<file path="src/exec_pkg.sv">
/* execution cluster shared definitions
   unit codes, per-unit op encodings and the issue function word */
package exec_pkg;

  localparam int TAG_W   = 4;
  localparam int N_UNITS = 4;

  // unit code doubles as the arbiter requester index
  typedef enum logic [1:0] {
    FU_ALU,
    FU_BR,
    FU_MUL,
    FU_DIV
  } fu_code_t;

  typedef enum logic [3:0] {
    ALU_ADD, ALU_SUB, ALU_SLT, ALU_SLTU, ALU_XOR,
    ALU_OR, ALU_AND, ALU_SLL, ALU_SRL, ALU_SRA
  } alu_fn_t;

  typedef enum logic [3:0] {
    BR_EQ, BR_NE, BR_LT, BR_GE,
    BR_LTU, BR_GEU, BR_JAL, BR_JALR
  } br_fn_t;

  typedef enum logic [3:0] {
    MUL_MUL, MUL_MULH, MUL_MULHSU, MUL_MULHU
  } mul_fn_t;

  typedef enum logic [3:0] {
    DIV_DIV, DIV_DIVU, DIV_REM, DIV_REMU
  } div_fn_t;

  // one function word, read through the member of the target unit
  typedef union packed {
    alu_fn_t alu;
    br_fn_t  br;
    mul_fn_t mul;
    div_fn_t div;
  } uop_fn_u;

endpackage

</file>
<file path="src/branch_unit.sv">
`timescale 1ns/1ps
/* branch unit
   evaluates the condition, computes target and link into a result slot */
module branch_unit (
  input  logic                       clock,
  input  logic                       reset,
  input  logic                       start,
  input  exec_pkg::br_fn_t           fn,
  input  logic [exec_pkg::TAG_W-1:0] tag,
  input  logic [31:0]                in1,
  input  logic [31:0]                in2,
  input  logic [31:0]                pc,
  input  logic [31:0]                imm,
  output logic                       req,
  input  logic                       grant,
  output logic [31:0]                res_data,
  output logic [exec_pkg::TAG_W-1:0] res_tag,
  output logic                       res_taken,
  output logic [31:0]                res_target,
  output logic                       ready
);
  import exec_pkg::*;

  logic        full;
  logic        cond;
  logic        is_jump;
  logic [31:0] pc_next;
  logic [31:0] target;

  always_comb begin
    case (fn)
      BR_EQ:   cond = (in1 == in2);
      BR_NE:   cond = (in1 != in2);
      BR_LT:   cond = ($signed(in1) < $signed(in2));
      BR_GE:   cond = ($signed(in1) >= $signed(in2));
      BR_LTU:  cond = (in1 < in2);
      BR_GEU:  cond = (in1 >= in2);
      BR_JAL,
      BR_JALR: cond = 1'b1;  // jumps always taken
      default: cond = 1'b0;
    endcase
  end

  assign is_jump = (fn == BR_JAL) || (fn == BR_JALR);
  assign pc_next = pc + 32'd4;

  always_comb begin
    if (fn == BR_JALR)
      target = (in1 + imm) & ~32'd1;
    else if (cond)
      target = pc + imm;
    else
      target = pc_next;
  end

  assign req   = full;
  assign ready = !full || grant;

  always_ff @(posedge clock) begin
    if (reset)
      full <= 1'b0;
    else if (start)
      full <= 1'b1;
    else if (grant)
      full <= 1'b0;
  end

  always_ff @(posedge clock) begin
    if (start) begin
      res_data   <= is_jump ? pc_next : 32'd0;  // link value
      res_tag    <= tag;
      res_taken  <= cond;
      res_target <= target;
    end
  end

endmodule

</file>
<file path="config.mk">
export PLATFORM = sky130hd
export DESIGN_NAME = branch_unit
export DESIGN_NICKNAME = d
export VERILOG_FILES = /design/src/exec_pkg.sv /design/src/branch_unit.sv
export SDC_FILE = /design/constraint.sdc
export NUM_CORES = 1
export LEC_CHECK = 0
export BUFFER_PORTS_ARGS = -buffer_cell sky130_fd_sc_hd__buf_2
export CAP_MARGIN = 10
export CORE_ASPECT_RATIO = 1.4
export CORE_MARGIN = 8
export CORE_UTILIZATION = 54
export DETAILED_ROUTE_END_ITERATION = 6
export PLACE_DENSITY_LB_ADDON = 0.3
export SLEW_MARGIN = 0
export SYNTH_ARGS = -nofsm -noshare
export SYNTH_HDL_FRONTEND = slang
export SYNTH_SLANG_ARGS = --single-unit
</file>
<file path="constraint.sdc">
create_clock -name clock -period 3.3 [get_ports clock]
set_clock_uncertainty 0.05 [all_clocks]
set_input_delay 0.33 -clock clock [delete_from_list [all_inputs] [get_ports clock]]
set_output_delay 0.33 -clock clock [all_outputs]
set_load 0.01 [all_outputs]
</file>
==> metrics.yaml <==
synth_enable_flop_cells: 69
hold_path.startpoint: "reset"
synth_commonest_cells: "ha_1, nand2_1, a21oi_1"
die_h_microns: 154
p_seq_share_pct: 32.6
outcome: "finished, final reports clean"
instances_no_fill: 1274
viasPerCell: 5.73
htree_levels: 3
max_cap_viol_count: 0
p_int_mw: 2.30
grt_pass1_wl_microns: 36600
clock.fmax_mhz: 326
met3_usage_pct: 4.25
hold_path.class: "in -> reg"
setup_viol: 0
swShare_pct: 33.0
avgSynthCellArea_sq_um: 8.63
clock-sinks: 70
tightest_slew_ns: 0.922
drive_above_1_share_pct: 25.7
clockBufferDepth: 2
cts_tree: "done"
cts_resized: 0
hold_violations: 0
ys_types: 68
ys_seq_elements: 70
r2r-start: "req"
seq_area_frac_synth_pct: 28.3
synth_area_sq_um: 7390
startpoint_type: "input port"
fin_nets: 1323
drtAntennaViolNets: 0
p_comb_share_pct: 35.9
grt_use_met1_pct: 27.0
grtUsageTotal_pct: 26.2
fin_util_pct: 68.2
grt_pass1_vias: 7383
yosysTopAreaCell: "edfxtp_1"
die_w_microns: 115
place.gp.congestion: 1.00
grt_antenna_before_repair: 1
cts-root-buf: "clkbuf_16"
first_pass_iters: 5
yosysWarnings: 0
wl_per_cell_microns: 18.6
cts.clk_slew.worst_paths_ns: 0.06
power.total_mw: 3.43
crit_type: "in -> reg"
io-pin-count: 211
slew_viol_final: 0
period_minus_slack_ns: 3.07
met2_usage_pct: 48.1
fp.dieArea_sq_um: 17700
synth.area.top_cells: "edfxtp_1, ha_1, a21oi_1"
power_density_nw_per_um2: 376
gr-total-overflow: 0
synth.most_common_cell: "ha_1"
slew_headroom_pct: 38.5
cp_data_required_time_ns: 3.42
crit_arrival_ns: 3.19
coreArea_sq_um: 13400
r2r_cells: 2
syn_to_final_growth_pct: 23.4
dp_cells: 1258
irDropWorstVdd_v: 0.000289
rsz0062_at_grt: "false"
grt_max_degree: 71
numCtsBuffers: 9
routed_wl_microns: 23600
busiest_layer: "met2"
postCtsHoldBufs: 0
p_leak_nw: 4.19
insertion_delay_ns: 0.34
start_util_pct: 55.2
fin_ws_ns: 0.234
yosysTopAreaCellShare_pct: 28.0
antenna_cells: 0
end_kind: "flop"
crit_fanout: 12
whs_ns: 0.0866
ys.flop_type: "edfxtp_1"
whs_path_depth: 2
drc_errors: 0
syn-num-nets: 1093
drtIter0Drc: 426
timing.final.crit_share_pct: 92.9
cp-startpoint: "in1[14]"
power.net_switching_mw: 1.13
hpwl_microns: 19900
clock_power_share_pct: 31.5
num_vias: 7296
fillers: 1208
numPortBuffers: 210
post_cts_buffers: 0
dp_slack_ns: -0.0663
synthArstFlopShare_pct: 0
num_rows: 50
synthCells: 857
[cell usage in the layout, fill, tap and decap left out, types with 6 or more instances in the layout]
cell type and n:
o31a_1 6, nand2b_1 6, o21a_1 9, nand4_1 17, inv_1 56, buf_2 210, and2_1 18, nor3_1 18
clkbuf_16 9, xnor2_1 42, or2_2 8, nor2b_1 6, nand2_1 83, buf_4 21, o211ai_1 9, ha_1 94
a31oi_1 15, and3_1 10, mux2i_1 12, edfxtp_1 69, a21oi_1 81, a21o_1 18, nor2_1 78, o21ai_0 49
mux2_2 10, xor2_1 35, nand3_1 18, a211oi_1 11
[metal layers]
layer,vias to the layer above,routed length (microns),part of all wire (%)
li1,3609,-,-
met1,3333,8670,37
met4,2,1330,5.6
met3,70,1370,5.8
met2,282,12300,52
met5,-,13,0.055
[worst paths after layout]
check,endpoint,slack (ns)
min,req,0.09
min reg2reg,req,0.43
max reg2reg,req,2.67
max,res_target[12],0.23
[critical path, stage by stage]
cell	delay [ns]
buf_2	0.11
ha_1	0.32
nand4_2	0.16
nor4_2	0.43
a21boi_2	0.28
o41a_1	0.18
nand4bb_1	0.11
o21ai_0	0.08
a221o_2	0.42
inv_4	0.11
buf_12	0.14
mux2_2	0.33
a21oi_1	0.19
[metrics by stage]
step,area (sq um),setup TNS [ns]
6_report,9130,0
5_1_grt,9130,0
4_1_cts,9130,0
3_5_place_dp,8800,-0.391
3_3_place_gp,8800,-0.419
2_1_floorplan,7390,0
[logic make-up after synthesis]
kind of cell	synth area share (%)
buf+inv	4.18
flops	28.3
mux	3.35
simple gates	18.1
compound gates	20.5
xor+xnor	9.12
fa+ha+maj	16.4
[flip-flops by register name, indices dropped and copies added (netlist names)]
signal	count
req	1
res_data	32
res_tag	4
res_taken	1
res_target	32
[area by class of cell]
class | count | area [sq um] | share of cell area [%]
multi-input cells | 715 | 4990 | 54.7
flip-flops and latches | 70 | 2090 | 22.9
repair buffers | 234 | 1270 | 13.9
well taps | 182 | 228 | 2.49
clock buffers | 9 | 225 | 2.47
inverters | 57 | 216 | 2.37
clock inverters | 7 | 104 | 1.14
[power by group through the flow]
stage	clock, mW	sequential, mW	combinational [mW]
2_1_floorplan	0	1.18	0.731
3_3_place_gp	0	1.14	1.21
3_5_place_dp	0	1.13	1.22
4_1_cts	1.09	1.12	1.23
5_1_grt	1.12	1.12	1.36
6_report	1.08	1.12	1.23
(Power assumes the default switching activity.)
