===== src/exec_pkg.sv =====
/* execution cluster shared definitions
   unit codes, per-unit op encodings and the issue function word */
package exec_pkg;

  localparam int TAG_W   = 4;
  localparam int N_UNITS = 4;

  // unit code doubles as the arbiter requester index
  typedef enum logic [1:0] {
    FU_ALU,
    FU_BR,
    FU_MUL,
    FU_DIV
  } fu_code_t;

  typedef enum logic [3:0] {
    ALU_ADD, ALU_SUB, ALU_SLT, ALU_SLTU, ALU_XOR,
    ALU_OR, ALU_AND, ALU_SLL, ALU_SRL, ALU_SRA
  } alu_fn_t;

  typedef enum logic [3:0] {
    BR_EQ, BR_NE, BR_LT, BR_GE,
    BR_LTU, BR_GEU, BR_JAL, BR_JALR
  } br_fn_t;

  typedef enum logic [3:0] {
    MUL_MUL, MUL_MULH, MUL_MULHSU, MUL_MULHU
  } mul_fn_t;

  typedef enum logic [3:0] {
    DIV_DIV, DIV_DIVU, DIV_REM, DIV_REMU
  } div_fn_t;

  // one function word, read through the member of the target unit
  typedef union packed {
    alu_fn_t alu;
    br_fn_t  br;
    mul_fn_t mul;
    div_fn_t div;
  } uop_fn_u;

endpackage


===== src/mul_unit.sv =====
`timescale 1ns/1ps
/* pipelined multiplier
   33-bit extended operands, product carried down MUL_STAGES stages,
   whole pipe freezes while the last stage waits for its grant */
module mul_unit #(
  parameter int MUL_STAGES = 3
) (
  input  logic                       clock,
  input  logic                       reset,
  input  logic                       start,
  input  exec_pkg::mul_fn_t          fn,
  input  logic [exec_pkg::TAG_W-1:0] tag,
  input  logic [31:0]                in1,
  input  logic [31:0]                in2,
  output logic                       req,
  input  logic                       grant,
  output logic [31:0]                res_data,
  output logic [exec_pkg::TAG_W-1:0] res_tag,
  output logic                       ready
);
  import exec_pkg::*;

  logic               a_signed;
  logic               b_signed;
  logic signed [32:0] a_ext;
  logic signed [32:0] b_ext;
  logic signed [65:0] product;
  logic               advance;

  logic [MUL_STAGES-1:0] stg_valid;
  logic [MUL_STAGES-1:0] stg_hi;  // high word select
  logic [TAG_W-1:0]      stg_tag  [MUL_STAGES];
  logic [65:0]           stg_prod [MUL_STAGES];

  assign a_signed = (fn != MUL_MULHU);
  assign b_signed = (fn == MUL_MUL) || (fn == MUL_MULH);
  assign a_ext    = {a_signed & in1[31], in1};
  assign b_ext    = {b_signed & in2[31], in2};
  assign product  = a_ext * b_ext;

  assign advance = !stg_valid[MUL_STAGES-1] || grant;
  assign ready   = advance;

  always_ff @(posedge clock) begin
    if (reset)
      stg_valid <= '0;
    else if (advance)
      stg_valid <= {stg_valid[MUL_STAGES-2:0], start};
  end

  always_ff @(posedge clock) begin
    if (advance) begin
      stg_hi      <= {stg_hi[MUL_STAGES-2:0], fn != MUL_MUL};
      stg_tag[0]  <= tag;
      stg_prod[0] <= product;
      for (int i = 1; i < MUL_STAGES; i++) begin
        stg_tag[i]  <= stg_tag[i-1];
        stg_prod[i] <= stg_prod[i-1];
      end
    end
  end

  assign req      = stg_valid[MUL_STAGES-1];
  assign res_tag  = stg_tag[MUL_STAGES-1];
  assign res_data = stg_hi[MUL_STAGES-1] ? stg_prod[MUL_STAGES-1][63:32]
                                         : stg_prod[MUL_STAGES-1][31:0];

  // an issue into a frozen pipe would be lost
  assert property (@(posedge clock) disable iff (reset) start |-> advance)
    else $error("mul issue while pipe frozen");

endmodule


===== config.mk =====
export PLATFORM = sky130hd
export DESIGN_NAME = mul_unit
export DESIGN_NICKNAME = d
export VERILOG_FILES = /design/src/exec_pkg.sv /design/src/mul_unit.sv
export SDC_FILE = /design/constraint.sdc
export NUM_CORES = 2
export LEC_CHECK = 0
export BUFFER_PORTS_ARGS = -buffer_cell sky130_fd_sc_hd__buf_2
export CELL_PAD_IN_SITES_DETAIL_PLACEMENT = 0
export CELL_PAD_IN_SITES_GLOBAL_PLACEMENT = 1
export CORE_UTILIZATION = 53
export CTS_BUF_LIST = sky130_fd_sc_hd__clkbuf_16
export DETAILED_ROUTE_END_ITERATION = 8
export GPL_ROUTABILITY_DRIVEN = 0
export PLACE_DENSITY_LB_ADDON = 0.1
export SYNTH_ARGS = -nofsm -noshare
export SYNTH_HDL_FRONTEND = slang
export SYNTH_SLANG_ARGS = --single-unit

===== constraint.sdc =====
create_clock -name clock -period 11.2 [get_ports clock]
set_input_delay 0.56 -clock clock [delete_from_list [all_inputs] [get_ports clock]]
set_output_delay 0.56 -clock clock [all_outputs]
set_load 0.01 [all_outputs]

==> impl_metrics.json <==
{
  "setup-violations-final": 0,
  "rows": 105,
  "fmax_mhz": 111.2,
  "synthTopCellsByCount": "fa_1, inv_1, nand2_1",
  "fin_crit_sh": 0.8029,
  "worst_pin_slew_ns": 1.155,
  "drcViolationCount": 0,
  "r2r_start": "stg_valid[2]",
  "dp_cells": 5392,
  "dr_total_vias": 29287,
  "cp-end-kind": "flop",
  "fill_cells": 7399,
  "synth-seq-cells": 210,
  "cts_root_buf": "clkbuf_16",
  "hold_viol": 0,
  "yosysMostFrequentCell": "fa_1",
  "cp_data_arrival_time_ns": 9.23,
  "reg2regPathDepth": 2,
  "netlist_area_um2": 44360,
  "finalNetCount": 5757,
  "synthTopCellsByArea": "fa_1, edfxtp_1, inv_1",
  "clockBufferDepth": 3,
  "yosys_warnings": 0,
  "yosys.area.top_type": "fa_1",
  "drt_iter0_markers": 1703,
  "dieArea_um2": 84850,
  "worstHoldStart": "tag[2]",
  "ys.flop_type": "edfxtp_1",
  "grt.total_usage": 0.3043,
  "dpl_cell_area_um2": 45810,
  "critPathKind": "in2reg",
  "hold_path.class": "in2reg",
  "fin_crit_ns": 8.992,
  "fin_cells": 5431,
  "setup_slack_ns": 2.208,
  "regToRegSetupSlack_ns": 8.78,
  "whs_path_depth": 1,
  "io_buffers": 113,
  "post_cts_resized": 0,
  "async_reset_ff_frac": 0,
  "htreeDepth": 1,
  "yosys.area.top_type_share": 0.5078,
  "grt-ovfl-total": 0,
  "final.setup.tns_ns": 0,
  "die_x_um": 291.3,
  "fin_skew_ns": 0.02399,
  "cp_max_fo": 33,
  "r2r_end": "stg_prod[0][177]",
  "avgSynthCellArea_um2": 10.13,
  "netlist_instances": 4378,
  "pre_cts_slack_ns": 1.702,
  "ios": 114,
  "relSlewSlack": 0.2298,
  "numCtsBuffers": 20,
  "die_h_um": 291.3,
  "viasPerCell": 5.393,
  "slew_viol_final": 0,
  "hpwlAfterDp_um": 97170,
  "start_util": 0.5376,
  "antenna_found_initial": 5,
  "hold_path_end": "stg_tag[0][2]",
  "core_area_um2": 82500,
  "cts_tree": "done",
  "clk_transition_reported_paths_ns": 0.06,
  "post_cts_buffers": 0,
  "cts_hold_buf": 0,
  "drive_gt1_frac": 0.05899,
  "wire_per_inst_um": 22.80,
  "synth_nets": 5791,
  "routed_wl_um": 123800,
  "synth_seq_area_share": 0.1415,
  "synth-edff-count": 207,
  "fin_area_um2": 46480,
  "grt_pass1_vias": 31581,
  "synth_cell_types": 67,
  "clkLatencyLatePin_ns": 0.51,
  "area_delta_synth_final_pct": 4.784,
  "cp.required_ns": 11.44,
  "cp-start-kind": "primary input",
  "grt_max_degree": 81,
  "dr.pass1.iters": 5,
  "ant_nets": 0,
  "cap_violations": 0,
  "rsz0062_at_grt": "false",
  "grt_pass1_wl_um": 191700,
  "status": "completed",
  "cts.sinks": 210
}
[worst max path at each step]
stage	slack [ns]	startpoint	to
after floorplan	3.17	fn[3]	stg_prod[0][63]
after global placement	1.92	in1[31]	stg_prod[0][63]
after detailed placement	1.70	in1[31]	stg_prod[0][63]
after CTS	2.22	in1[31]	stg_prod[0][63]
after global routing	1.70	in1[31]	stg_prod[0][61]
final	2.21	in1[31]	stg_prod[0][63]
[stage by stage]
stage / util / hold slack (ns)
after floorplan: - / 0.4003
after global placement: 0.5553 / 0.4003
after detailed placement: 0.5553 / 0.4045
after CTS: 0.5632 / 0.2111
after global routing: 0.5632 / 0.2058
final: 0.5633 / 0.2242
[worst max-delay path, stage by stage]
cell and delay [ns]:
buf_2 0.55, inv_1 0.19, a31oi_2 0.41, buf_4 0.35, nand2_1 0.13, inv_1 0.16
fa_1 0.49, fa_1 0.64, fa_1 0.54, fa_1 0.51, inv_1 0.64, fa_1 0.57
fa_1 0.57, fa_1 0.42, fa_1 0.49, inv_1 0.04, ha_1 0.35, and2_1 0.25
and3_1 0.22, or3_1 0.35, o32ai_1 0.39, o31ai_1 0.13, a21oi_1 0.18, xnor2_1 0.08
[cells in the final DEF (no fill, tap or decap), drive strengths merged, types with 5 or more instances in the layout]
cell and instances:
nand2 752, xor2 21, nor2 60, nand3 10, nand4 10, a31oi 16
a21o 35, clkinv 10, and2 334, ha 212, and3 10, clkbuf 20
a211oi 8, and4 5, fa 1125, edfxtp 207, a21oi 54, buf 167
o21ai 37, xnor2 56, mux2 32, o21a 8, o21bai 5, inv 1100
or2 8
[logic make-up after synthesis]
| kind of cell | count (synthesis) | synth area share |
|---|---|---|
| fa+ha+maj | 1337 | 0.5676 |
| buf+inv | 1321 | 0.1124 |
| simple gates | 1209 | 0.1250 |
| flops | 210 | 0.1415 |
| compound gates | 189 | 0.02951 |
| xor+xnor | 77 | 0.01520 |
| mux | 35 | 0.008801 |
[state kept, by name, indices dropped and copies added (netlist names)]
register and flops:
stg_prod 192, stg_tag 12, stg_hi 3, stg_valid 3
[layout make-up]
type                    instances  area [um2]  share of cell area
clock buffers                  20       500.5             0.01077
inverters                    1098        4121             0.08868
flip-flops and latches        210        6276              0.1350
repair buffers                167       970.9             0.02089
well taps                    1070        1339             0.02881
diodes                          4       10.01           0.0002154
multi-input cells            2847       33110              0.7123
clock inverters                15       152.6            0.003284
[metal layers]
| layer | vias to the layer above | share of wire | global-route usage |
|---|---|---|---|
| met5 | - | 0.00031 | 0 |
| met3 | 199 | 0.070 | 0.04360 |
| met2 | 1006 | 0.48 | 0.5000 |
| met1 | 15496 | 0.42 | 0.4270 |
| met4 | 6 | 0.032 | 0.07807 |
| li1 | 12580 | - | - |
Power is not shown: default switching activity piles up to over one toggle a cycle in this logic, so the estimate is an artifact.
