--- src/exec_pkg.sv ---
/* execution cluster shared definitions
   unit codes, per-unit op encodings and the issue function word */
package exec_pkg;

  localparam int TAG_W   = 4;
  localparam int N_UNITS = 4;

  // unit code doubles as the arbiter requester index
  typedef enum logic [1:0] {
    FU_ALU,
    FU_BR,
    FU_MUL,
    FU_DIV
  } fu_code_t;

  typedef enum logic [3:0] {
    ALU_ADD, ALU_SUB, ALU_SLT, ALU_SLTU, ALU_XOR,
    ALU_OR, ALU_AND, ALU_SLL, ALU_SRL, ALU_SRA
  } alu_fn_t;

  typedef enum logic [3:0] {
    BR_EQ, BR_NE, BR_LT, BR_GE,
    BR_LTU, BR_GEU, BR_JAL, BR_JALR
  } br_fn_t;

  typedef enum logic [3:0] {
    MUL_MUL, MUL_MULH, MUL_MULHSU, MUL_MULHU
  } mul_fn_t;

  typedef enum logic [3:0] {
    DIV_DIV, DIV_DIVU, DIV_REM, DIV_REMU
  } div_fn_t;

  // one function word, read through the member of the target unit
  typedef union packed {
    alu_fn_t alu;
    br_fn_t  br;
    mul_fn_t mul;
    div_fn_t div;
  } uop_fn_u;

endpackage

--- src/div_unit.sv ---
`timescale 1ns/1ps
/* iterative divider
   32 restoring shift-subtract steps on magnitudes, then sign fix-up,
   one division in flight at a time */
module div_unit (
  input  logic                       clock,
  input  logic                       reset,
  input  logic                       start,
  input  exec_pkg::div_fn_t          fn,
  input  logic [exec_pkg::TAG_W-1:0] tag,
  input  logic [31:0]                in1,
  input  logic [31:0]                in2,
  output logic                       req,
  input  logic                       grant,
  output logic [31:0]                res_data,
  output logic [exec_pkg::TAG_W-1:0] res_tag,
  output logic                       ready
);
  import exec_pkg::*;

  localparam logic [1:0] S_IDLE = 2'd0;
  localparam logic [1:0] S_RUN  = 2'd1;
  localparam logic [1:0] S_DONE = 2'd2;

  logic [1:0]  state;
  logic [4:0]  count;
  logic [31:0] dvsr;
  logic [31:0] quo;  // dividend shifts out as quotient shifts in
  logic [31:0] rem;
  logic        neg_q;
  logic        neg_r;
  logic        want_rem;
  logic        op_signed;
  logic        a_neg;
  logic        b_neg;
  logic [31:0] a_mag;
  logic [31:0] b_mag;
  logic [32:0] rem_sh;
  logic [33:0] diff;

  assign op_signed = (fn == DIV_DIV) || (fn == DIV_REM);
  assign a_neg     = op_signed && in1[31];
  assign b_neg     = op_signed && in2[31];
  assign a_mag     = a_neg ? -in1 : in1;
  assign b_mag     = b_neg ? -in2 : in2;

  assign rem_sh = {rem, quo[31]};
  assign diff   = {1'b0, rem_sh} - {2'b00, dvsr};

  always_ff @(posedge clock) begin
    if (reset) begin
      state <= S_IDLE;
    end else begin
      case (state)
        S_IDLE:  if (start) state <= S_RUN;
        S_RUN:   if (count == 5'd0) state <= S_DONE;
        S_DONE:  if (grant) state <= S_IDLE;
        default: state <= S_IDLE;
      endcase
    end
  end

  always_ff @(posedge clock) begin
    if (start) begin
      quo      <= a_mag;
      rem      <= '0;
      dvsr     <= b_mag;
      count    <= 5'd31;
      // x/0 must stay all ones, overflow needs no fix since -1 flips nothing
      neg_q    <= (a_neg ^ b_neg) && (in2 != 32'd0);
      neg_r    <= a_neg;
      want_rem <= (fn == DIV_REM) || (fn == DIV_REMU);
      res_tag  <= tag;
    end else if (state == S_RUN) begin
      count <= count - 5'd1;
      if (!diff[33]) begin
        rem <= diff[31:0];
        quo <= {quo[30:0], 1'b1};
      end else begin
        rem <= rem_sh[31:0];  // restore
        quo <= {quo[30:0], 1'b0};
      end
    end
  end

  assign res_data = want_rem ? (neg_r ? -rem : rem) : (neg_q ? -quo : quo);
  assign req      = (state == S_DONE);
  assign ready    = (state == S_IDLE);

  assert property (@(posedge clock) disable iff (reset) start |-> ready)
    else $error("div issue while busy");

endmodule

--- config.mk ---
export PLATFORM = sky130hd
export DESIGN_NAME = div_unit
export DESIGN_NICKNAME = d
export VERILOG_FILES = /design/src/exec_pkg.sv /design/src/div_unit.sv
export SDC_FILE = /design/constraint.sdc
export NUM_CORES = 1
export LEC_CHECK = 0
export BUFFER_PORTS_ARGS = -buffer_cell sky130_fd_sc_hd__buf_2
export CAP_MARGIN = 25
export CORE_ASPECT_RATIO = 1.2
export CORE_MARGIN = 2
export CORE_UTILIZATION = 35
export CTS_BUF_LIST = sky130_fd_sc_hd__clkbuf_4
export DETAILED_ROUTE_END_ITERATION = 12
export PLACE_DENSITY = 0.52
export SLEW_MARGIN = 10
export SYNTH_ARGS = -nofsm -noshare
export SYNTH_HDL_FRONTEND = slang
export SYNTH_SLANG_ARGS = --single-unit
--- constraint.sdc ---
create_clock -name clock -period 4.7 [get_ports clock]
set_input_delay 0.47 -clock clock [delete_from_list [all_inputs] [get_ports clock]]
set_output_delay 0.47 -clock clock [all_outputs]
set_load 0.01 [all_outputs]
==> impl_metrics.tcl <==
set metrics [dict create \
    syn-cell-area_mm2 0.00861 \
    drive_gt1_share_pct 13.6 \
    final_util_pct 39.8 \
    syn-num-nets 1167 \
    vias 7675 \
    async_flop_share_pct 0 \
    ctsHtreeMaxLevel 3 \
    drcViolationCount 0 \
    cap_violations 0 \
    insertion_delay_ns 0.49 \
    wire_per_inst_um 15.5 \
    die-area_mm2 0.0259 \
    grt_pass1_vias 7328 \
    drtIter0Drc 421 \
    period_share_pct 94.5 \
    clkTransAtPathRegs_ns 0.18 \
    ant_nets 0 \
    num-fill-cells 2587 \
    p_leak_nw 3.84 \
    slowest_delay_ns 0.59 \
    start_kind "flip-flop" \
    ctsResizeCount 0 \
    grt_busiest_layer "met2" \
    crit_buf_inv 1 \
    hp-start "reset" \
    crit_path_cell_trace "or4_4, or4_4, or3_4, or3_4, or4_4, or3_4, o21ai_2, xor2_1, a21oi_1, buf_2" \
    via_per_inst 5.26 \
    cts.sink_count 110 \
    slew_viol_final 0 \
    cp.required_ns 4.23 \
    cts_tree "built" \
    status "completed" \
    die_w_um 147 \
    drt_pass1_iterations 5 \
    fin_ws_ns 0.260 \
    met3_usage_pct 2.99 \
    yosysSeqAreaShare_pct 33.8 \
    grt_usage_pct 17.6 \
    post-place-ws_ns 0.800 \
    core.rowCount 62 \
    overflow 0 \
    synth_cell_types 55 \
    syn2layout_area_growth_pct 11.2 \
    core_area_mm2 0.0240 \
    crit_start "rem[6]" \
    crit_path_end_kind "output pin" \
    synth-edff-count 71 \
    gp_congestion 0.818 \
    syn_avg_cell_area_um2 8.18 \
    synth_flop_cell "edfxtp_1" \
    use_met1_pct 20.6 \
    wirelength_um 22700 \
    cts_buffers 9 \
    fmax_mhz 225 \
    rsz0062_at_grt "false" \
    cts_setup_buffers 0 \
    worst_slew_pin_slew_ns 0.951 \
    r2r-start "quo[31]" \
    grt_pass1_wl_um 36600 \
    cp_max_fo 8 \
    grt_use_met2_pct 32.9 \
    top_level_ports 114 \
    slowest_stage "or4_4" \
    synth-seq-cells 110 \
    hold_buffers 0 \
    powerDensity_mw_per_mm2 270 \
    nNetsFinal 1249 \
    setup_viol 0 \
    syn_inst 1053 \
    finalClockSkew_ns 0.0189 \
    dp_hpwl_um 17600 \
    die_h_um 176 \
    hold_viol_final 0 \
    grt_max_degree 65 \
    floorplan.initialDensity_pct 35.8 \
    port_buffers 113 \
    slew_headroom_pct 36.6 \
    min_path_type "primary input to flip-flop" \
    worstSetupPathType "flip-flop to output pin" \
    setup_tns_ns 0 \
    arrival_ns 3.97 \
    cts_buffer_depth 2 \
    antenna_found_initial 1 \
    max-vdd-ir-drop_mv 0.154 \
    fin_crit_ns 4.44 \
    synth_warnings 0 \
    cp_top_family "simple AND/OR/NAND/NOR gates" \
    root_buffer "clkbuf_4" \
]
-- kinds of logic after synthesis --
logic type | after synthesis | synth area share, %
flip-flops | 110 | 33.8
XOR/XNOR | 148 | 15.0
buffers and inverters | 106 | 4.62
multiplexers | 4 | 0.508
AO/OA/AOI/OAI | 326 | 22.6
AND/OR/NAND/NOR | 321 | 17.8
adder cells (fa/ha/maj) | 38 | 5.61
-- area by class of cell --
type / instances / area [um2] / area share, %
multi-input combinational: 837 / 5310 / 55.5
sequential: 110 / 2910 / 30.4
timing repair buffer: 122 / 643 / 6.71
tap: 320 / 400 / 4.18
inverter: 55 / 206 / 2.15
clock buffer: 10 / 75.1 / 0.783
clock inverter: 5 / 27.5 / 0.287
antenna: 1 / 2.50 / 0.0261
-- flip-flops by register name (all words and copies together), names as in the netlist, 2 cells and up --
name,count
state,2
rem,32
count,5
quo,32
res_tag,4
dvsr,32
-- path summary, 6_finish.rpt --
path | to | slack (ns) | cells after the start
setup reg to reg | rem[28] | 1.34 | 13
hold / removal | state[1] | 0.13 | 2
setup / recovery | res_data[28] | 0.26 | 10
hold reg to reg | count[1] | 0.51 | 2
-- cell usage after synthesis, types with 2 or more instances --
library cell,count,area share (%)
a211oi_1,7,0.61
a21o_1,16,1.4
a21oi_1,115,6.7
a22o_1,2,0.20
a31oi_1,29,2.1
and2_1,6,0.44
and3_1,5,0.36
and4_1,3,0.31
buf_1,7,0.31
clkbuf_1,44,1.9
dfxtp_1,39,9.1
edfxtp_1,71,25
ha_1,37,5.4
inv_1,55,2.4
mux2_2,3,0.39
nand2_1,103,4.5
nand2b_1,8,0.58
nand3_1,8,0.46
nand3b_1,4,0.35
nand4_1,4,0.29
nor2_1,103,4.5
nor2b_1,7,0.51
nor3_1,14,0.81
nor4_1,15,1.1
o211ai_1,4,0.35
o21a_1,7,0.61
o21ai_0,87,5.1
o21ai_2,2,0.20
o21bai_1,3,0.26
o31a_1,3,0.31
o31ai_1,27,2.4
o41ai_1,14,1.4
or2_2,3,0.22
or3_1,14,1.0
or3_4,3,0.39
or4_1,14,1.2
or4_4,3,0.39
xnor2_1,88,8.9
xor2_1,60,6.1
-- metrics by stage --
step / area (um2) / power, mW / cells / hold slack (ns)
2_1_floorplan: 8610 / 1.88 / 1053 / 0.451
3_3_place_gp: 9460 / 2.18 / 1443 / 0.489
3_5_place_dp: 9480 / 2.19 / 1444 / 0.496
4_1_cts: 9580 / 2.62 / 1459 / 0.0961
5_1_grt: 9580 / 2.78 / 1460 / 0.0794
6_report: 9580 / 2.59 / 1460 / 0.128
-- cells in the final DEF (no fill, tap or decap), types with 4 or more instances in the layout --
cell	instances
a21oi_1	115
buf_2	112
nor2_1	103
nand2_1	103
xnor2_1	88
o21ai_0	87
edfxtp_1	71
xor2_1	60
inv_1	55
dfxtp_1	39
ha_1	37
a31oi_1	29
o31ai_1	27
a21o_1	16
nor4_1	15
nor3_1	14
or4_1	14
o41ai_1	14
or3_1	14
clkbuf_4	10
buf_4	9
nand2b_1	8
nand3_1	8
o21a_1	7
a211oi_1	7
and2_1	6
nor2b_1	6
and3_1	5
nand3b_1	4
nand4_1	4
o211ai_1	4
-- power by group --
group	leakage, nW	switching (mW)	internal, mW
Combinational	2.77	0.529	0.390
Clock	0.0596	0.322	0.109
Sequential	1.02	0.107	1.13
-- per-layer routing --
metal,share of wire [%],wire length [um]
met1,42,9590
met3,3.6,805
met2,52,11800
met4,1.9,436
met5,0,0
No activity file was read; power rests on OpenSTA's default activity.
